--- src/include/lce_defines.svh ---
// Widths, queue depth and credit count shared by the LCE miss-path RTL and its testbench
`ifndef LCE_DEFINES_SVH
`define LCE_DEFINES_SVH

// Physical address and block geometry
`define LCE_PADDR_W 32
`define LCE_BLOCK_OFFSET_W 6
`define LCE_BLOCK_ADDR_W (`LCE_PADDR_W - `LCE_BLOCK_OFFSET_W)

// Endpoint ids, fill payload and way index
`define LCE_ID_W 4
`define LCE_DATA_W 64
`define LCE_WAY_W 2

// Tag view filler so both command views are LCE_DATA_W wide after the header
`define LCE_CMD_PAD_W (`LCE_DATA_W - `LCE_WAY_W - 2 - `LCE_BLOCK_ADDR_W)

// Full command word: op, dst_id, payload
`define LCE_CMD_W (2 + `LCE_ID_W + `LCE_DATA_W)

// Request queue and network flow control
`define LCE_FIFO_DEPTH 4
`define LCE_CREDITS 2

`endif

--- src/hw/lce_pkg.sv ---
// Request/command encodings and the two-view command word, imported by the LCE blocks and testbench
`default_nettype none

`include "lce_defines.svh"

package lce_pkg;

  typedef enum logic {
    e_req_rd = 1'b0,
    e_req_wr = 1'b1
  } lce_req_type_e;

  typedef enum logic [1:0] {
    e_cmd_fill    = 2'd0,
    e_cmd_set_tag = 2'd1,
    e_cmd_inval   = 2'd2,
    e_cmd_rsvd    = 2'd3
  } lce_cmd_op_e;

  typedef enum logic [1:0] {
    e_coh_i = 2'd0,
    e_coh_s = 2'd1,
    e_coh_e = 2'd2,
    e_coh_m = 2'd3
  } lce_coh_state_e;

  // Data fill view
  typedef struct packed {
    lce_cmd_op_e                op;
    logic [`LCE_ID_W-1:0]       dst_id;
    logic [`LCE_DATA_W-1:0]     data;
  } lce_cmd_fill_s;

  // Tag/state write view, same header position as the fill view
  typedef struct packed {
    lce_cmd_op_e                op;
    logic [`LCE_ID_W-1:0]       dst_id;
    logic [`LCE_WAY_W-1:0]      way;
    lce_coh_state_e             state;
    logic [`LCE_BLOCK_ADDR_W-1:0] ptag;
    logic [`LCE_CMD_PAD_W-1:0]  pad;
  } lce_cmd_tag_s;

  typedef union packed {
    lce_cmd_fill_s fill;
    lce_cmd_tag_s  tag;
  } lce_cmd_u;

endpackage

`default_nettype wire

--- src/hw/cache_miss_encoder.sv ---
// Captures I$ and D$ misses, holds one pending miss per cache and issues requests round robin
`timescale 1ns/1ps
`default_nettype none

`include "lce_defines.svh"

module cache_miss_encoder (
  input  wire                           clk_i
  , input  wire                         arst_n_i

  , input  wire                         icache_miss_v_i
  , input  wire [`LCE_PADDR_W-1:0]      icache_miss_addr_i
  , output logic                        icache_miss_ready_o

  , input  wire                         dcache_miss_v_i
  , input  wire [`LCE_PADDR_W-1:0]      dcache_miss_addr_i
  , input  wire                         dcache_miss_wr_i
  , output logic                        dcache_miss_ready_o

  , input  wire [`LCE_ID_W-1:0]         icache_lce_id_i
  , input  wire [`LCE_ID_W-1:0]         dcache_lce_id_i

  , input  wire                         icache_fill_done_i
  , input  wire                         dcache_fill_done_i

  , output logic                        q_v_o
  , output logic [`LCE_ID_W-1:0]        q_id_o
  , output lce_pkg::lce_req_type_e      q_type_o
  , output logic [`LCE_BLOCK_ADDR_W-1:0] q_addr_o
  , input  wire                         q_ready_i
);

  import lce_pkg::*;

  logic icache_pend_q, dcache_pend_q;
  logic icache_iss_q, dcache_iss_q;
  logic [`LCE_BLOCK_ADDR_W-1:0] icache_addr_q, dcache_addr_q;
  lce_req_type_e dcache_type_q;
  logic rr_q;
  logic icache_want, dcache_want, sel_d, q_fire;
  logic icache_take, dcache_take;

  assign icache_miss_ready_o = ~icache_pend_q;
  assign dcache_miss_ready_o = ~dcache_pend_q;

  assign icache_take = icache_miss_v_i & icache_miss_ready_o;
  assign dcache_take = dcache_miss_v_i & dcache_miss_ready_o;

  // Captured but not yet handed to the queue
  assign icache_want = icache_pend_q & ~icache_iss_q;
  assign dcache_want = dcache_pend_q & ~dcache_iss_q;

  // rr_q high gives the D$ priority on a tie
  assign sel_d  = dcache_want & (~icache_want | rr_q);
  assign q_v_o  = icache_want | dcache_want;
  assign q_fire = q_v_o & q_ready_i;

  assign q_id_o   = sel_d ? dcache_lce_id_i : icache_lce_id_i;
  assign q_type_o = sel_d ? dcache_type_q : e_req_rd;
  assign q_addr_o = sel_d ? dcache_addr_q : icache_addr_q;

  always_ff @(posedge clk_i or negedge arst_n_i) begin
    if (!arst_n_i) begin
      icache_pend_q <= 1'b0;
      dcache_pend_q <= 1'b0;
      icache_iss_q  <= 1'b0;
      dcache_iss_q  <= 1'b0;
      rr_q          <= 1'b0;
    end else begin
      if (icache_take) begin
        icache_pend_q <= 1'b1;
        icache_iss_q  <= 1'b0;
      end else if (icache_fill_done_i) begin
        icache_pend_q <= 1'b0;
      end
      if (dcache_take) begin
        dcache_pend_q <= 1'b1;
        dcache_iss_q  <= 1'b0;
      end else if (dcache_fill_done_i) begin
        dcache_pend_q <= 1'b0;
      end
      if (q_fire) begin
        if (sel_d) begin
          dcache_iss_q <= 1'b1;
        end else begin
          icache_iss_q <= 1'b1;
        end
        rr_q <= ~sel_d;
      end
    end
  end

  // Block address and type of the pending miss
  always_ff @(posedge clk_i) begin
    if (icache_take) begin
      icache_addr_q <= icache_miss_addr_i[`LCE_PADDR_W-1:`LCE_BLOCK_OFFSET_W];
    end
    if (dcache_take) begin
      dcache_addr_q <= dcache_miss_addr_i[`LCE_PADDR_W-1:`LCE_BLOCK_OFFSET_W];
      dcache_type_q <= dcache_miss_wr_i ? e_req_wr : e_req_rd;
    end
  end

  // Fills come back from the decoder only for a miss that is still open
  a_fill_has_miss : assert property (@(posedge clk_i) disable iff (!arst_n_i)
    (icache_fill_done_i |-> icache_pend_q) and (dcache_fill_done_i |-> dcache_pend_q));

endmodule

`default_nettype wire

--- src/hw/lce_req_fifo.sv ---
// Circular request queue between the miss encoder and the credit sender
`timescale 1ns/1ps
`default_nettype none

`include "lce_defines.svh"

module lce_req_fifo (
  input  wire                           clk_i
  , input  wire                         arst_n_i

  , input  wire                         push_v_i
  , input  wire [`LCE_ID_W-1:0]         push_id_i
  , input  lce_pkg::lce_req_type_e      push_type_i
  , input  wire [`LCE_BLOCK_ADDR_W-1:0] push_addr_i
  , output logic                        push_ready_o

  , output logic                        head_v_o
  , output logic [`LCE_ID_W-1:0]        head_id_o
  , output lce_pkg::lce_req_type_e      head_type_o
  , output logic [`LCE_BLOCK_ADDR_W-1:0] head_addr_o
  , input  wire                         pop_i
);

  import lce_pkg::*;

  localparam int unsigned depth_lp = `LCE_FIFO_DEPTH;
  localparam int unsigned ptr_w_lp = (depth_lp > 1) ? $clog2(depth_lp) : 1;
  localparam int unsigned cnt_w_lp = $clog2(depth_lp + 1);

  logic [`LCE_ID_W-1:0]         id_mem   [depth_lp];
  lce_req_type_e                type_mem [depth_lp];
  logic [`LCE_BLOCK_ADDR_W-1:0] addr_mem [depth_lp];

  logic [ptr_w_lp-1:0] rptr_q, wptr_q;
  logic [cnt_w_lp-1:0] count_q;
  logic push, pop;

  assign push_ready_o = (count_q != cnt_w_lp'(depth_lp));
  assign head_v_o     = (count_q != '0);
  assign push         = push_v_i & push_ready_o;
  assign pop          = pop_i & head_v_o;

  assign head_id_o   = id_mem[rptr_q];
  assign head_type_o = type_mem[rptr_q];
  assign head_addr_o = addr_mem[rptr_q];

  always_ff @(posedge clk_i or negedge arst_n_i) begin
    if (!arst_n_i) begin
      rptr_q  <= '0;
      wptr_q  <= '0;
      count_q <= '0;
    end else begin
      if (push) begin
        wptr_q <= (wptr_q == ptr_w_lp'(depth_lp - 1)) ? '0 : wptr_q + 1'b1;
      end
      if (pop) begin
        rptr_q <= (rptr_q == ptr_w_lp'(depth_lp - 1)) ? '0 : rptr_q + 1'b1;
      end
      case ({push, pop})
        2'b10:   count_q <= count_q + 1'b1;
        2'b01:   count_q <= count_q - 1'b1;
        default: count_q <= count_q;
      endcase
    end
  end

  always_ff @(posedge clk_i) begin
    if (push) begin
      id_mem[wptr_q]   <= push_id_i;
      type_mem[wptr_q] <= push_type_i;
      addr_mem[wptr_q] <= push_addr_i;
    end
  end

  // Encoder keeps at most one entry per cache, so a push never meets a full queue
  a_no_push_full : assert property (@(posedge clk_i) disable iff (!arst_n_i)
    push_v_i |-> push_ready_o);

  // Sender pops only a valid head
  a_no_pop_empty : assert property (@(posedge clk_i) disable iff (!arst_n_i)
    pop_i |-> head_v_o);

endmodule

`default_nettype wire

--- src/hw/lce_credit_sender.sv ---
// Drives the outgoing LCE request channel from the queue head under a network credit limit
`timescale 1ns/1ps
`default_nettype none

`include "lce_defines.svh"

module lce_credit_sender (
  input  wire                           clk_i
  , input  wire                         arst_n_i

  , input  wire                         head_v_i
  , input  wire [`LCE_ID_W-1:0]         head_id_i
  , input  lce_pkg::lce_req_type_e      head_type_i
  , input  wire [`LCE_BLOCK_ADDR_W-1:0] head_addr_i
  , output logic                        head_pop_o

  , output logic                        lce_req_v_o
  , output logic [`LCE_ID_W-1:0]        lce_req_id_o
  , output lce_pkg::lce_req_type_e      lce_req_type_o
  , output logic [`LCE_BLOCK_ADDR_W-1:0] lce_req_addr_o
  , input  wire                         lce_req_ready_i

  , input  wire                         lce_credit_return_i
  , output logic                        credits_empty_o
);

  localparam int unsigned credits_lp = `LCE_CREDITS;
  localparam int unsigned cnt_w_lp   = $clog2(credits_lp + 1);

  logic [cnt_w_lp-1:0] credit_cnt_q;
  logic send;

  assign credits_empty_o = (credit_cnt_q == '0);

  // Head is offered to the network only while a credit is free
  assign lce_req_v_o    = head_v_i & ~credits_empty_o;
  assign lce_req_id_o   = head_id_i;
  assign lce_req_type_o = head_type_i;
  assign lce_req_addr_o = head_addr_i;

  assign send       = lce_req_v_o & lce_req_ready_i;
  assign head_pop_o = send;

  always_ff @(posedge clk_i or negedge arst_n_i) begin
    if (!arst_n_i) begin
      credit_cnt_q <= cnt_w_lp'(credits_lp);
    end else begin
      case ({send, lce_credit_return_i})
        2'b10:   credit_cnt_q <= credit_cnt_q - 1'b1;
        2'b01:   credit_cnt_q <= credit_cnt_q + 1'b1;
        default: credit_cnt_q <= credit_cnt_q;
      endcase
    end
  end

  a_credit_bound : assert property (@(posedge clk_i) disable iff (!arst_n_i)
    credit_cnt_q <= cnt_w_lp'(credits_lp));

  // Network returns only credits it was given
  a_no_extra_return : assert property (@(posedge clk_i) disable iff (!arst_n_i)
    lce_credit_return_i |-> (credit_cnt_q != cnt_w_lp'(credits_lp)));

endmodule

`default_nettype wire

--- src/hw/lce_cmd_decoder.sv ---
// Consumes coherence commands and routes fills and tag writes to the addressed cache
`timescale 1ns/1ps
`default_nettype none

`include "lce_defines.svh"

module lce_cmd_decoder (
  input  wire                           clk_i
  , input  wire                         arst_n_i

  , input  lce_pkg::lce_cmd_u           lce_cmd_i
  , input  wire                         lce_cmd_v_i
  , output logic                        lce_cmd_yumi_o

  , input  wire [`LCE_ID_W-1:0]         icache_lce_id_i
  , input  wire [`LCE_ID_W-1:0]         dcache_lce_id_i

  , output logic                        icache_data_v_o
  , output logic                        dcache_data_v_o
  , output logic [`LCE_DATA_W-1:0]      data_o

  , output logic                        icache_tag_v_o
  , output logic                        dcache_tag_v_o
  , output logic [`LCE_WAY_W-1:0]       tag_way_o
  , output lce_pkg::lce_coh_state_e     tag_state_o
  , output logic [`LCE_BLOCK_ADDR_W-1:0] tag_ptag_o

  , output logic                        icache_fill_done_o
  , output logic                        dcache_fill_done_o
);

  import lce_pkg::*;

  lce_cmd_op_e op;
  logic hit_i, hit_d;
  logic is_fill, is_tag;
  logic icache_data_v_q, dcache_data_v_q;
  logic icache_tag_v_q, dcache_tag_v_q;
  logic [`LCE_DATA_W-1:0] data_q;
  logic [`LCE_WAY_W-1:0] way_q;
  lce_coh_state_e state_q;
  logic [`LCE_BLOCK_ADDR_W-1:0] ptag_q;

  // One command per cycle, never stalled
  assign lce_cmd_yumi_o = lce_cmd_v_i;

  // op and dst_id sit at the same place in both views
  assign op    = lce_cmd_i.fill.op;
  assign hit_i = (lce_cmd_i.fill.dst_id == icache_lce_id_i);
  assign hit_d = (lce_cmd_i.fill.dst_id == dcache_lce_id_i);

  assign is_fill = lce_cmd_v_i & (op == e_cmd_fill);
  assign is_tag  = lce_cmd_v_i & ((op == e_cmd_set_tag) | (op == e_cmd_inval));

  always_ff @(posedge clk_i or negedge arst_n_i) begin
    if (!arst_n_i) begin
      icache_data_v_q <= 1'b0;
      dcache_data_v_q <= 1'b0;
      icache_tag_v_q  <= 1'b0;
      dcache_tag_v_q  <= 1'b0;
    end else begin
      icache_data_v_q <= is_fill & hit_i;
      dcache_data_v_q <= is_fill & hit_d;
      icache_tag_v_q  <= is_tag & hit_i;
      dcache_tag_v_q  <= is_tag & hit_d;
    end
  end

  always_ff @(posedge clk_i) begin
    if (is_fill) begin
      data_q <= lce_cmd_i.fill.data;
    end
    if (is_tag) begin
      way_q   <= lce_cmd_i.tag.way;
      ptag_q  <= lce_cmd_i.tag.ptag;
      // Invalidate ignores the state field
      state_q <= (op == e_cmd_inval) ? e_coh_i : lce_cmd_i.tag.state;
    end
  end

  assign icache_data_v_o = icache_data_v_q;
  assign dcache_data_v_o = dcache_data_v_q;
  assign data_o          = data_q;

  assign icache_tag_v_o = icache_tag_v_q;
  assign dcache_tag_v_o = dcache_tag_v_q;
  assign tag_way_o      = way_q;
  assign tag_state_o    = state_q;
  assign tag_ptag_o     = ptag_q;

  // Fill completes the miss in the same cycle its data is delivered
  assign icache_fill_done_o = icache_data_v_q;
  assign dcache_fill_done_o = dcache_data_v_q;

endmodule

`default_nettype wire

--- src/hw/core_lce_top.sv ---
// Top of the I$/D$ coherence endpoint pair: miss encoder, request queue, credit sender, decoder
`timescale 1ns/1ps
`default_nettype none

`include "lce_defines.svh"

module core_lce_top (
  input  wire                           clk_i
  , input  wire                         arst_n_i

  , input  wire                         icache_miss_v_i
  , input  wire [`LCE_PADDR_W-1:0]      icache_miss_addr_i
  , output logic                        icache_miss_ready_o
  , input  wire                         dcache_miss_v_i
  , input  wire [`LCE_PADDR_W-1:0]      dcache_miss_addr_i
  , input  wire                         dcache_miss_wr_i
  , output logic                        dcache_miss_ready_o

  , input  wire [`LCE_ID_W-1:0]         icache_lce_id_i
  , input  wire [`LCE_ID_W-1:0]         dcache_lce_id_i

  // LCE request channel
  , output logic                        lce_req_v_o
  , output logic [`LCE_ID_W-1:0]        lce_req_id_o
  , output lce_pkg::lce_req_type_e      lce_req_type_o
  , output logic [`LCE_BLOCK_ADDR_W-1:0] lce_req_addr_o
  , input  wire                         lce_req_ready_i
  , input  wire                         lce_credit_return_i
  , output logic                        credits_empty_o

  // LCE command channel
  , input  lce_pkg::lce_cmd_u           lce_cmd_i
  , input  wire                         lce_cmd_v_i
  , output logic                        lce_cmd_yumi_o

  , output logic                        icache_data_v_o
  , output logic                        dcache_data_v_o
  , output logic [`LCE_DATA_W-1:0]      data_o
  , output logic                        icache_tag_v_o
  , output logic                        dcache_tag_v_o
  , output logic [`LCE_WAY_W-1:0]       tag_way_o
  , output lce_pkg::lce_coh_state_e     tag_state_o
  , output logic [`LCE_BLOCK_ADDR_W-1:0] tag_ptag_o
);

  import lce_pkg::*;

  logic q_v, q_ready;
  logic [`LCE_ID_W-1:0] q_id;
  lce_req_type_e q_type;
  logic [`LCE_BLOCK_ADDR_W-1:0] q_addr;

  logic head_v, head_pop;
  logic [`LCE_ID_W-1:0] head_id;
  lce_req_type_e head_type;
  logic [`LCE_BLOCK_ADDR_W-1:0] head_addr;

  logic icache_fill_done, dcache_fill_done;

  cache_miss_encoder miss_enc (
    .clk_i(clk_i)
    ,.arst_n_i(arst_n_i)
    ,.icache_miss_v_i(icache_miss_v_i)
    ,.icache_miss_addr_i(icache_miss_addr_i)
    ,.icache_miss_ready_o(icache_miss_ready_o)
    ,.dcache_miss_v_i(dcache_miss_v_i)
    ,.dcache_miss_addr_i(dcache_miss_addr_i)
    ,.dcache_miss_wr_i(dcache_miss_wr_i)
    ,.dcache_miss_ready_o(dcache_miss_ready_o)
    ,.icache_lce_id_i(icache_lce_id_i)
    ,.dcache_lce_id_i(dcache_lce_id_i)
    ,.icache_fill_done_i(icache_fill_done)
    ,.dcache_fill_done_i(dcache_fill_done)
    ,.q_v_o(q_v)
    ,.q_id_o(q_id)
    ,.q_type_o(q_type)
    ,.q_addr_o(q_addr)
    ,.q_ready_i(q_ready)
  );

  lce_req_fifo req_fifo (
    .clk_i(clk_i)
    ,.arst_n_i(arst_n_i)
    ,.push_v_i(q_v)
    ,.push_id_i(q_id)
    ,.push_type_i(q_type)
    ,.push_addr_i(q_addr)
    ,.push_ready_o(q_ready)
    ,.head_v_o(head_v)
    ,.head_id_o(head_id)
    ,.head_type_o(head_type)
    ,.head_addr_o(head_addr)
    ,.pop_i(head_pop)
  );

  lce_credit_sender req_send (
    .clk_i(clk_i)
    ,.arst_n_i(arst_n_i)
    ,.head_v_i(head_v)
    ,.head_id_i(head_id)
    ,.head_type_i(head_type)
    ,.head_addr_i(head_addr)
    ,.head_pop_o(head_pop)
    ,.lce_req_v_o(lce_req_v_o)
    ,.lce_req_id_o(lce_req_id_o)
    ,.lce_req_type_o(lce_req_type_o)
    ,.lce_req_addr_o(lce_req_addr_o)
    ,.lce_req_ready_i(lce_req_ready_i)
    ,.lce_credit_return_i(lce_credit_return_i)
    ,.credits_empty_o(credits_empty_o)
  );

  lce_cmd_decoder cmd_dec (
    .clk_i(clk_i)
    ,.arst_n_i(arst_n_i)
    ,.lce_cmd_i(lce_cmd_i)
    ,.lce_cmd_v_i(lce_cmd_v_i)
    ,.lce_cmd_yumi_o(lce_cmd_yumi_o)
    ,.icache_lce_id_i(icache_lce_id_i)
    ,.dcache_lce_id_i(dcache_lce_id_i)
    ,.icache_data_v_o(icache_data_v_o)
    ,.dcache_data_v_o(dcache_data_v_o)
    ,.data_o(data_o)
    ,.icache_tag_v_o(icache_tag_v_o)
    ,.dcache_tag_v_o(dcache_tag_v_o)
    ,.tag_way_o(tag_way_o)
    ,.tag_state_o(tag_state_o)
    ,.tag_ptag_o(tag_ptag_o)
    ,.icache_fill_done_o(icache_fill_done)
    ,.dcache_fill_done_o(dcache_fill_done)
  );

endmodule

`default_nettype wire

--- config.mk ---
export PLATFORM = sky130hd
export DESIGN_NAME = core_lce_top
export DESIGN_NICKNAME = d
export VERILOG_FILES = /design/src/hw/lce_pkg.sv /design/src/hw/cache_miss_encoder.sv /design/src/hw/lce_req_fifo.sv /design/src/hw/lce_credit_sender.sv /design/src/hw/lce_cmd_decoder.sv /design/src/hw/core_lce_top.sv
export VERILOG_INCLUDE_DIRS = /design/src /design/src/include
export SDC_FILE = /design/constraint.sdc
export NUM_CORES = 1
export LEC_CHECK = 0
export BUFFER_PORTS_ARGS = -buffer_cell sky130_fd_sc_hd__clkbuf_2
export CAP_MARGIN = 10
export CELL_PAD_IN_SITES_DETAIL_PLACEMENT = 0
export CELL_PAD_IN_SITES_GLOBAL_PLACEMENT = 1
export CORE_ASPECT_RATIO = 1.4
export CORE_MARGIN = 5
export CORE_UTILIZATION = 40
export CTS_CLUSTER_DIAMETER = 60
export DETAILED_ROUTE_END_ITERATION = 6
export HOLD_SLACK_MARGIN = 0.08
export PLACE_DENSITY = 0.84
export SYNTH_ARGS = -nofsm -noshare
export SYNTH_HDL_FRONTEND = slang
export SYNTH_SLANG_ARGS = --single-unit
--- constraint.sdc ---
create_clock -name clk_i -period 2.95 [get_ports clk_i]
set_input_delay 0.295 -clock clk_i [delete_from_list [all_inputs] [get_ports clk_i]]
set_output_delay 0.295 -clock clk_i [all_outputs]
set_load 0.005 [all_outputs]
Word-level counts from Yosys, hierarchy flattened
Memories as Yosys holds them, arrays and structs flattened.
Cells that the tools add are included.
{"block": "totals", "register_bits": 165, "mem_bits_rw": 124, "output_inout_bits": 134, "elab_cells": 92, "memories": 3}
{"name": "req_fifo.addr_mem", "words": 4, "width": 26, "rd": 1, "rd_clocked_by_memory_dff": 0, "wr": 1, "line_no": "lce_req_fifo.sv:32", "text": "logic [`LCE_BLOCK_ADDR_W-1:0] addr_mem [depth_lp];"}
{"name": "req_fifo.id_mem", "words": 4, "width": 4, "rd": 1, "rd_clocked_by_memory_dff": 0, "wr": 1, "line_no": "lce_req_fifo.sv:30", "text": "logic [`LCE_ID_W-1:0] id_mem [depth_lp];"}
{"name": "req_fifo.type_mem", "words": 4, "width": 1, "rd": 1, "rd_clocked_by_memory_dff": 0, "wr": 1, "line_no": "lce_req_fifo.sv:31", "text": "lce_req_type_e type_mem [depth_lp];"}
{"block": "op_classes", "add_sub_neg": 6, "eq_ne": 11, "mux": 20, "bitwise": 25, "n_reduce_logical": 7}
{"op": "$mux W26", "count": 1}
{"op": "$and A1 B1 Y1", "count": 15}
{"op": "$mux W1", "count": 14}
{"op": "$eq A2 B2 Y1 const B", "count": 5}
{"op": "$eq A4 B4 Y1", "count": 2}
{"op": "$reduce_bool A2 Y1", "count": 4}
{"op": "$not A1 Y1", "count": 7}
{"op": "$add A2 B1 Y2 const B", "count": 3}
{"op": "$eq A2 B1 Y1 const B", "count": 3}
{"op": "$pmux W3 S2", "count": 1}
{"op": "$logic_not A2 Y1", "count": 2}
{"op": "$mux W2", "count": 2}
{"op": "$mux W4", "count": 1}
{"op": "$pmux W2 S2", "count": 1}
{"op": "$add A3 B1 Y3 const B", "count": 1}
{"op": "$ne A3 B3 Y1 const B", "count": 1}
{"op": "$or A1 B1 Y1", "count": 3}
{"op": "$reduce_bool A3 Y1", "count": 1}
{"op": "$sub A3 B1 Y3 const B", "count": 1}
{"op": "$sub A2 B1 Y2 const B", "count": 1}

Longest topological paths before layout
{"block": "depth", "word_depth": 7, "depth_mapped": 9, "ltp_nobuf": 9}

Cells and area by module
From an unflattened synthesis, not the netlist that was laid out.
{"block": "hier_totals", "cells_unflattened": 482, "area_unflattened_um2": 10704.0}
{"mod": "lce_req_fifo", "instances": 1, "cells_each": 202, "area_per_inst_um2": 4919.7}
{"mod": "lce_cmd_decoder", "instances": 1, "cells_each": 125, "area_per_inst_um2": 3103.0}
{"mod": "cache_miss_encoder", "instances": 1, "cells_each": 113, "area_per_inst_um2": 2331.0}
{"mod": "lce_credit_sender", "instances": 1, "cells_each": 42, "area_per_inst_um2": 350.3}

Least setup slack after synthesis
Ideal clock, no wire load.
{"block": "synth_timing", "kind": "input -> register", "start": "in lce_cmd_i[68] (netlist bit)", "end": "reg cmd_dec.data_q[0], in the netlist cmd_dec.data_o[0] (enable)", "setup_ns": 0.418, "arrival_time_ns": 1.816, "t_required_ns": 2.532, "path_slack_ns": 0.716, "cell_stages": 4, "n_path_buf": 0, "cell_sequence": "inv_1 -> ha_1 -> nand2_1 -> inv_1"}
{"block": "synth_via", "elab_chain_cells": 2}
{"element": "from (decl)", "line_no": "core_lce_top.sv:32", "text": ", input lce_pkg::lce_cmd_u lce_cmd_i"}
{"element": "$logic_not A2 Y1", "line_no": "lce_cmd_decoder.sv:52", "text": "assign is_fill = lce_cmd_v_i & (op == e_cmd_fill);"}
{"element": "$and A1 B1 Y1", "line_no": "lce_cmd_decoder.sv:52"}
{"element": "named net cmd_dec.is_fill", "line_no": "lce_cmd_decoder.sv:36", "text": "logic is_fill, is_tag;"}
{"element": "to (signal assigned)", "line_no": "lce_cmd_decoder.sv:71", "text": "data_q <= lce_cmd_i.fill.data;"}
{"element": "to (decl)", "line_no": "lce_cmd_decoder.sv:39", "text": "logic [`LCE_DATA_W-1:0] data_q;"}
The timed path passes the listed nets, and every way through them passes these cells.
A chain may end at the register's enable or synchronous reset.

Worst setup path in the final report
{"block": "layout_timing", "start": "reg req_fifo.rptr_q[1]", "end": "out lce_req_addr_o[3]"}
{"block": "layout_via", "elab_chain_cells": 1}
{"element": "from (decl)", "line_no": "lce_req_fifo.sv:34", "text": "logic [ptr_w_lp-1:0] rptr_q, wptr_q;"}
{"element": "from (signal assigned)", "line_no": "lce_req_fifo.sv:57", "text": "rptr_q <= (rptr_q == ptr_w_lp'(depth_lp - 1)) ? '0 : rptr_q + 1'b1;"}
{"element": "$mem_v2 Z4 W26"}
{"element": "to (decl)", "line_no": "core_lce_top.sv:26", "text": ", output logic [`LCE_BLOCK_ADDR_W-1:0] lce_req_addr_o"}
Every way passes these cells.

==> flow_metrics.py <==
metrics = {
    "run_status": {
        "run_status": "completed",
    },
    "critical_path": {
        "critPathLaunchType": "flip-flop",
        "worst-endpoint-arrival_ps": 2030,
        "worst_case_reg_to_reg_path_depth": 9,
        "crit_path_max_fanout": 33,
        "worstSetupEndpointType": "primary output",
        "path_class": "reg -> out",
        "cell_with_the_largest_stage_delay_on_the_worst_path": "dfrtp_2",
        "required_ps": 2650,
        "worst_path_cell_chain": "mux4_2 > clkbuf_2",
        "cpPeakStageDelay_ps": 920,
    },
    "logic_synthesis": {
        "syn-cell-area_sq_um": 10400,
        "synth_edf_count": 271,
        "synth.lib_cells_used.distinct": 30,
        "ys_dominant_reg_cell": "edfxtp_1",
        "syn-num-nets": 601,
        "synthCells": 441,
        "yosys_warnings": 0,
        "async_reset_ff_frac": 0.0623,
        "synthesis.area_per_instance_sq_um": 23.7,
        "yosys_register_bits": 289,
        "synth_seq_area_share": 0.822,
    },
    "pwr": {
        "power_per_cell_area_nw_per_um2": 831,
        "power.clock.fraction": 0.264,
        "power.sequential.fraction": 0.486,
        "post-layout-total-power_mw": 11.8,
        "power.leakage_nw": 5.56,
        "combinationalPowerShare": 0.250,
        "power.internal_mw": 8.65,
        "ir_worst_vdd_v": 0.000519,
        "net_switching_component_of_the_power_mw": 3.17,
        "switching_share": 0.268,
    },
    "clock_tree": {
        "cts_made_buffers": 26,
        "ctsRootBufferMaster": "clkbuf_16",
        "cts.repair.resized": 0,
        "post_cts_hold_buffers": 120,
        "cts.sinks": 289,
        "cts_tree": "built",
        "cts_buffer_depth": 3,
        "htree_levels": 1,
        "cts.clk_slew.worst_paths_ps": 60,
        "clk_latency_ps": 540,
        "post_cts_setup_driven_buffer_insertion_count": 0,
    },
    "sta": {
        "period_needed_ps": 2330,
        "finalCritPeriodShare": 0.789,
        "final.setup_skew_ps": 17.2,
        "worst_setup_slack_after_layout_ps": 624,
        "slew-limit-headroom": 0.438,
        "worst_pin_slew_ps": 843,
        "report.final.hold_viol_count": 0,
        "worst_hold_slack_ps": 80.2,
        "grt_setup_unrepaired": "false",
        "top_achievable_clock_speed_mhz": 430,
        "fin_setup_tns_ps": 0,
        "timing_max_transition_violations_final": 0,
        "timing.final.setup_violations": 0,
    },
    "die": {
        "die_height_microns": 201,
        "core_area_sq_um": 25900,
        "starting_density": 0.403,
        "floorplan.die_area_sq_um": 29500,
        "num_rows": 70,
        "die_x_microns": 147,
        "ioPinCount": 284,
    },
    "run": {
        "max_cap_viol_count": 0,
    },
    "cells_and_area": {
        "fin_nets": 1019,
        "ff_latch_area_sq_um": 8590,
        "syn2layout_area_growth_pct": 36.2,
        "post-route-util": 0.549,
        "layout-drive-gt1-share": 0.449,
        "antenna_fix_cells": 0,
        "number_of_inserted_filler_cells_in_the_final_layout": 1976,
        "footprint_of_the_multi_input_gates_sq_um": 1710,
    },
    "detailed_routing": {
        "avgRoutedWirePerCell_microns": 19.6,
        "total_number_of_vias": 5660,
        "drc_errors": 0,
        "drt_first_iter_violations": 173,
        "detail-route-antenna-nets": 0,
        "drt-vias-per-instance": 4.70,
        "routed_wire_length_microns": 23500,
        "drt_pre_antenna_iters": 4,
    },
    "place": {
        "finalWeightedCongestion": 0.791,
        "placement.setup.worst_slack_ps": 898,
        "hpwl_microns": 15000,
        "port-buffer-count": 271,
    },
    "global_route": {
        "grt_start_max_net_pins": 55,
        "grt_antenna_before_repair": 0,
        "global_route.overflow_total": 0,
        "globalRouteTotalUtil": 0.161,
        "grt_pass1_wl_microns": 36800,
        "first_global_vias": 6395,
    },
    "hold_path": {
        "hold_path_depth": 3,
        "min-delay-path-class": "in -> reg",
    },
}
## Yosys cell counts, types with 2 or more instances
cell,n,area [sq um]
edfxtp_1,271,8140
mux2_4,31,465
mux4_2,31,698
dfrtp_1,17,425
inv_1,14,52.6
xnor2_1,10,87.6
ha_1,9,113
nor2_1,9,33.8
buf_6,7,78.8
and2_1,5,31.3
nand2_1,5,18.8
mux2_2,4,45.0
xor2_1,4,35.0
buf_2,3,15.0
o21ai_0,3,15.0
a22o_1,2,17.5
nand4_1,2,12.5
nor2b_1,2,12.5
## worst max-delay path, delay by kind of cell, from the launching register on
kind                   cells  cell delay [ps]
DFF                        1              920
buffers and inverters      1              150
muxes                      1              420
## flip-flops by register name (all words and copies together) (netlist names), 2 cells and up
name and count:
miss_enc.icache_addr_q 26, req_fifo.id_mem 16, req_fifo.count_q 3, cmd_dec.tag_state_o 2, cmd_dec.tag_ptag_o 26, req_send.credit_cnt_q 2
miss_enc.dcache_addr_q 26, cmd_dec.data_o 64, req_fifo.wptr_q 2, req_fifo.type_mem 4, req_fifo.rptr_q 2, cmd_dec.tag_way_o 2
req_fifo.addr_mem 104
## power by group through the flow
| stage | Sequential [mW] | Clock (mW) | Combinational (mW) |
|---|---|---|---|
| final | 5.75 | 3.12 | 2.96 |
| after global routing | 5.83 | 3.40 | 3.25 |
| after CTS | 5.76 | 3.20 | 3.07 |
| after detailed placement | 5.85 | 0 | 2.93 |
| after global placement | 5.81 | 0 | 2.88 |
| after floorplan | 5.69 | 0 | 1.93 |
## placed cells by master, fill, tap and decap left out, types with 9 or more instances in the layout
master | synthesis | final
xnor2_1 | 10 | 10
edfxtp_1 | 271 | 271
clkbuf_16 | 0 | 26
inv_1 | 14 | 13
mux4_2 | 31 | 31
mux2_4 | 31 | 31
dlygate4sd3_1 | 0 | 120
clkbuf_2 | 0 | 271
clkinv_1 | 0 | 9
dfrtp_1 | 17 | 15
nor2_1 | 9 | 9
ha_1 | 9 | 9
## final cells by class
cell class / instances / area share
multi-input cells: 126 / 0.120
clock inverters: 18 / 0.00879
repair buffers: 401 / 0.188
clock buffers: 30 / 0.0468
inverters: 15 / 0.00396
well taps: 324 / 0.0285
flip-flops and latches: 289 / 0.604
## through the flow
step | std cells | cell area [sq um]
2_1_floorplan | 441 | 10400
3_3_place_gp | 1035 | 12200
3_5_place_dp | 1035 | 12200
4_1_cts | 1203 | 14200
5_1_grt | 1203 | 14200
6_report | 1203 | 14200
## cell families (layout without fill, tap and decap cells)
kind of cell               Yosys count  count (layout)  share of synthesized area
DFF                                289             289                      0.822
muxes                               66              66                      0.116
and+or+nand+nor                     27              27                     0.0137
buffers and inverters               26             464                     0.0151
xor gates and xnor gates            14              14                     0.0117
adders and majority gates           10              10                     0.0127
AOI/OAI and AO/OA                    9               9                    0.00898
## path summary, 6_finish.rpt
| kind | end | slack (ps) | start |
|---|---|---|---|
| setup / recovery | lce_req_addr_o[3] | 620 | req_fifo.rptr_q[1]$_DFFE_PN0P_ |
| hold / removal | miss_enc.icache_pend_q$_DFFE_PN0P_ | 80 | icache_miss_v_i |
| setup reg to reg | req_fifo.count_q[2]$_DFFE_PN0P_ | 920 | req_send.credit_cnt_q[1]$_DFFE_PN1P_ |
| hold reg to reg | miss_enc.icache_pend_q$_DFFE_PN0P_ | 450 | cmd_dec.icache_data_v_o$_DFF_PN0_ |
| max in group asynchronous | req_fifo.rptr_q[1]$_DFFE_PN0P_ | 2360 | arst_n_i |
| min in group asynchronous | miss_enc.dcache_pend_q$_DFFE_PN0P_ | 240 | arst_n_i |
## metal layers
metal,up-vias,routed length (microns),global-route usage
met5,-,0,0
met4,0,630,0.0595
met3,37,2080,0.0529
met2,249,12400,0.289
met1,2777,8460,0.177
li1,2597,-,-
(Power assumes the default switching activity.)
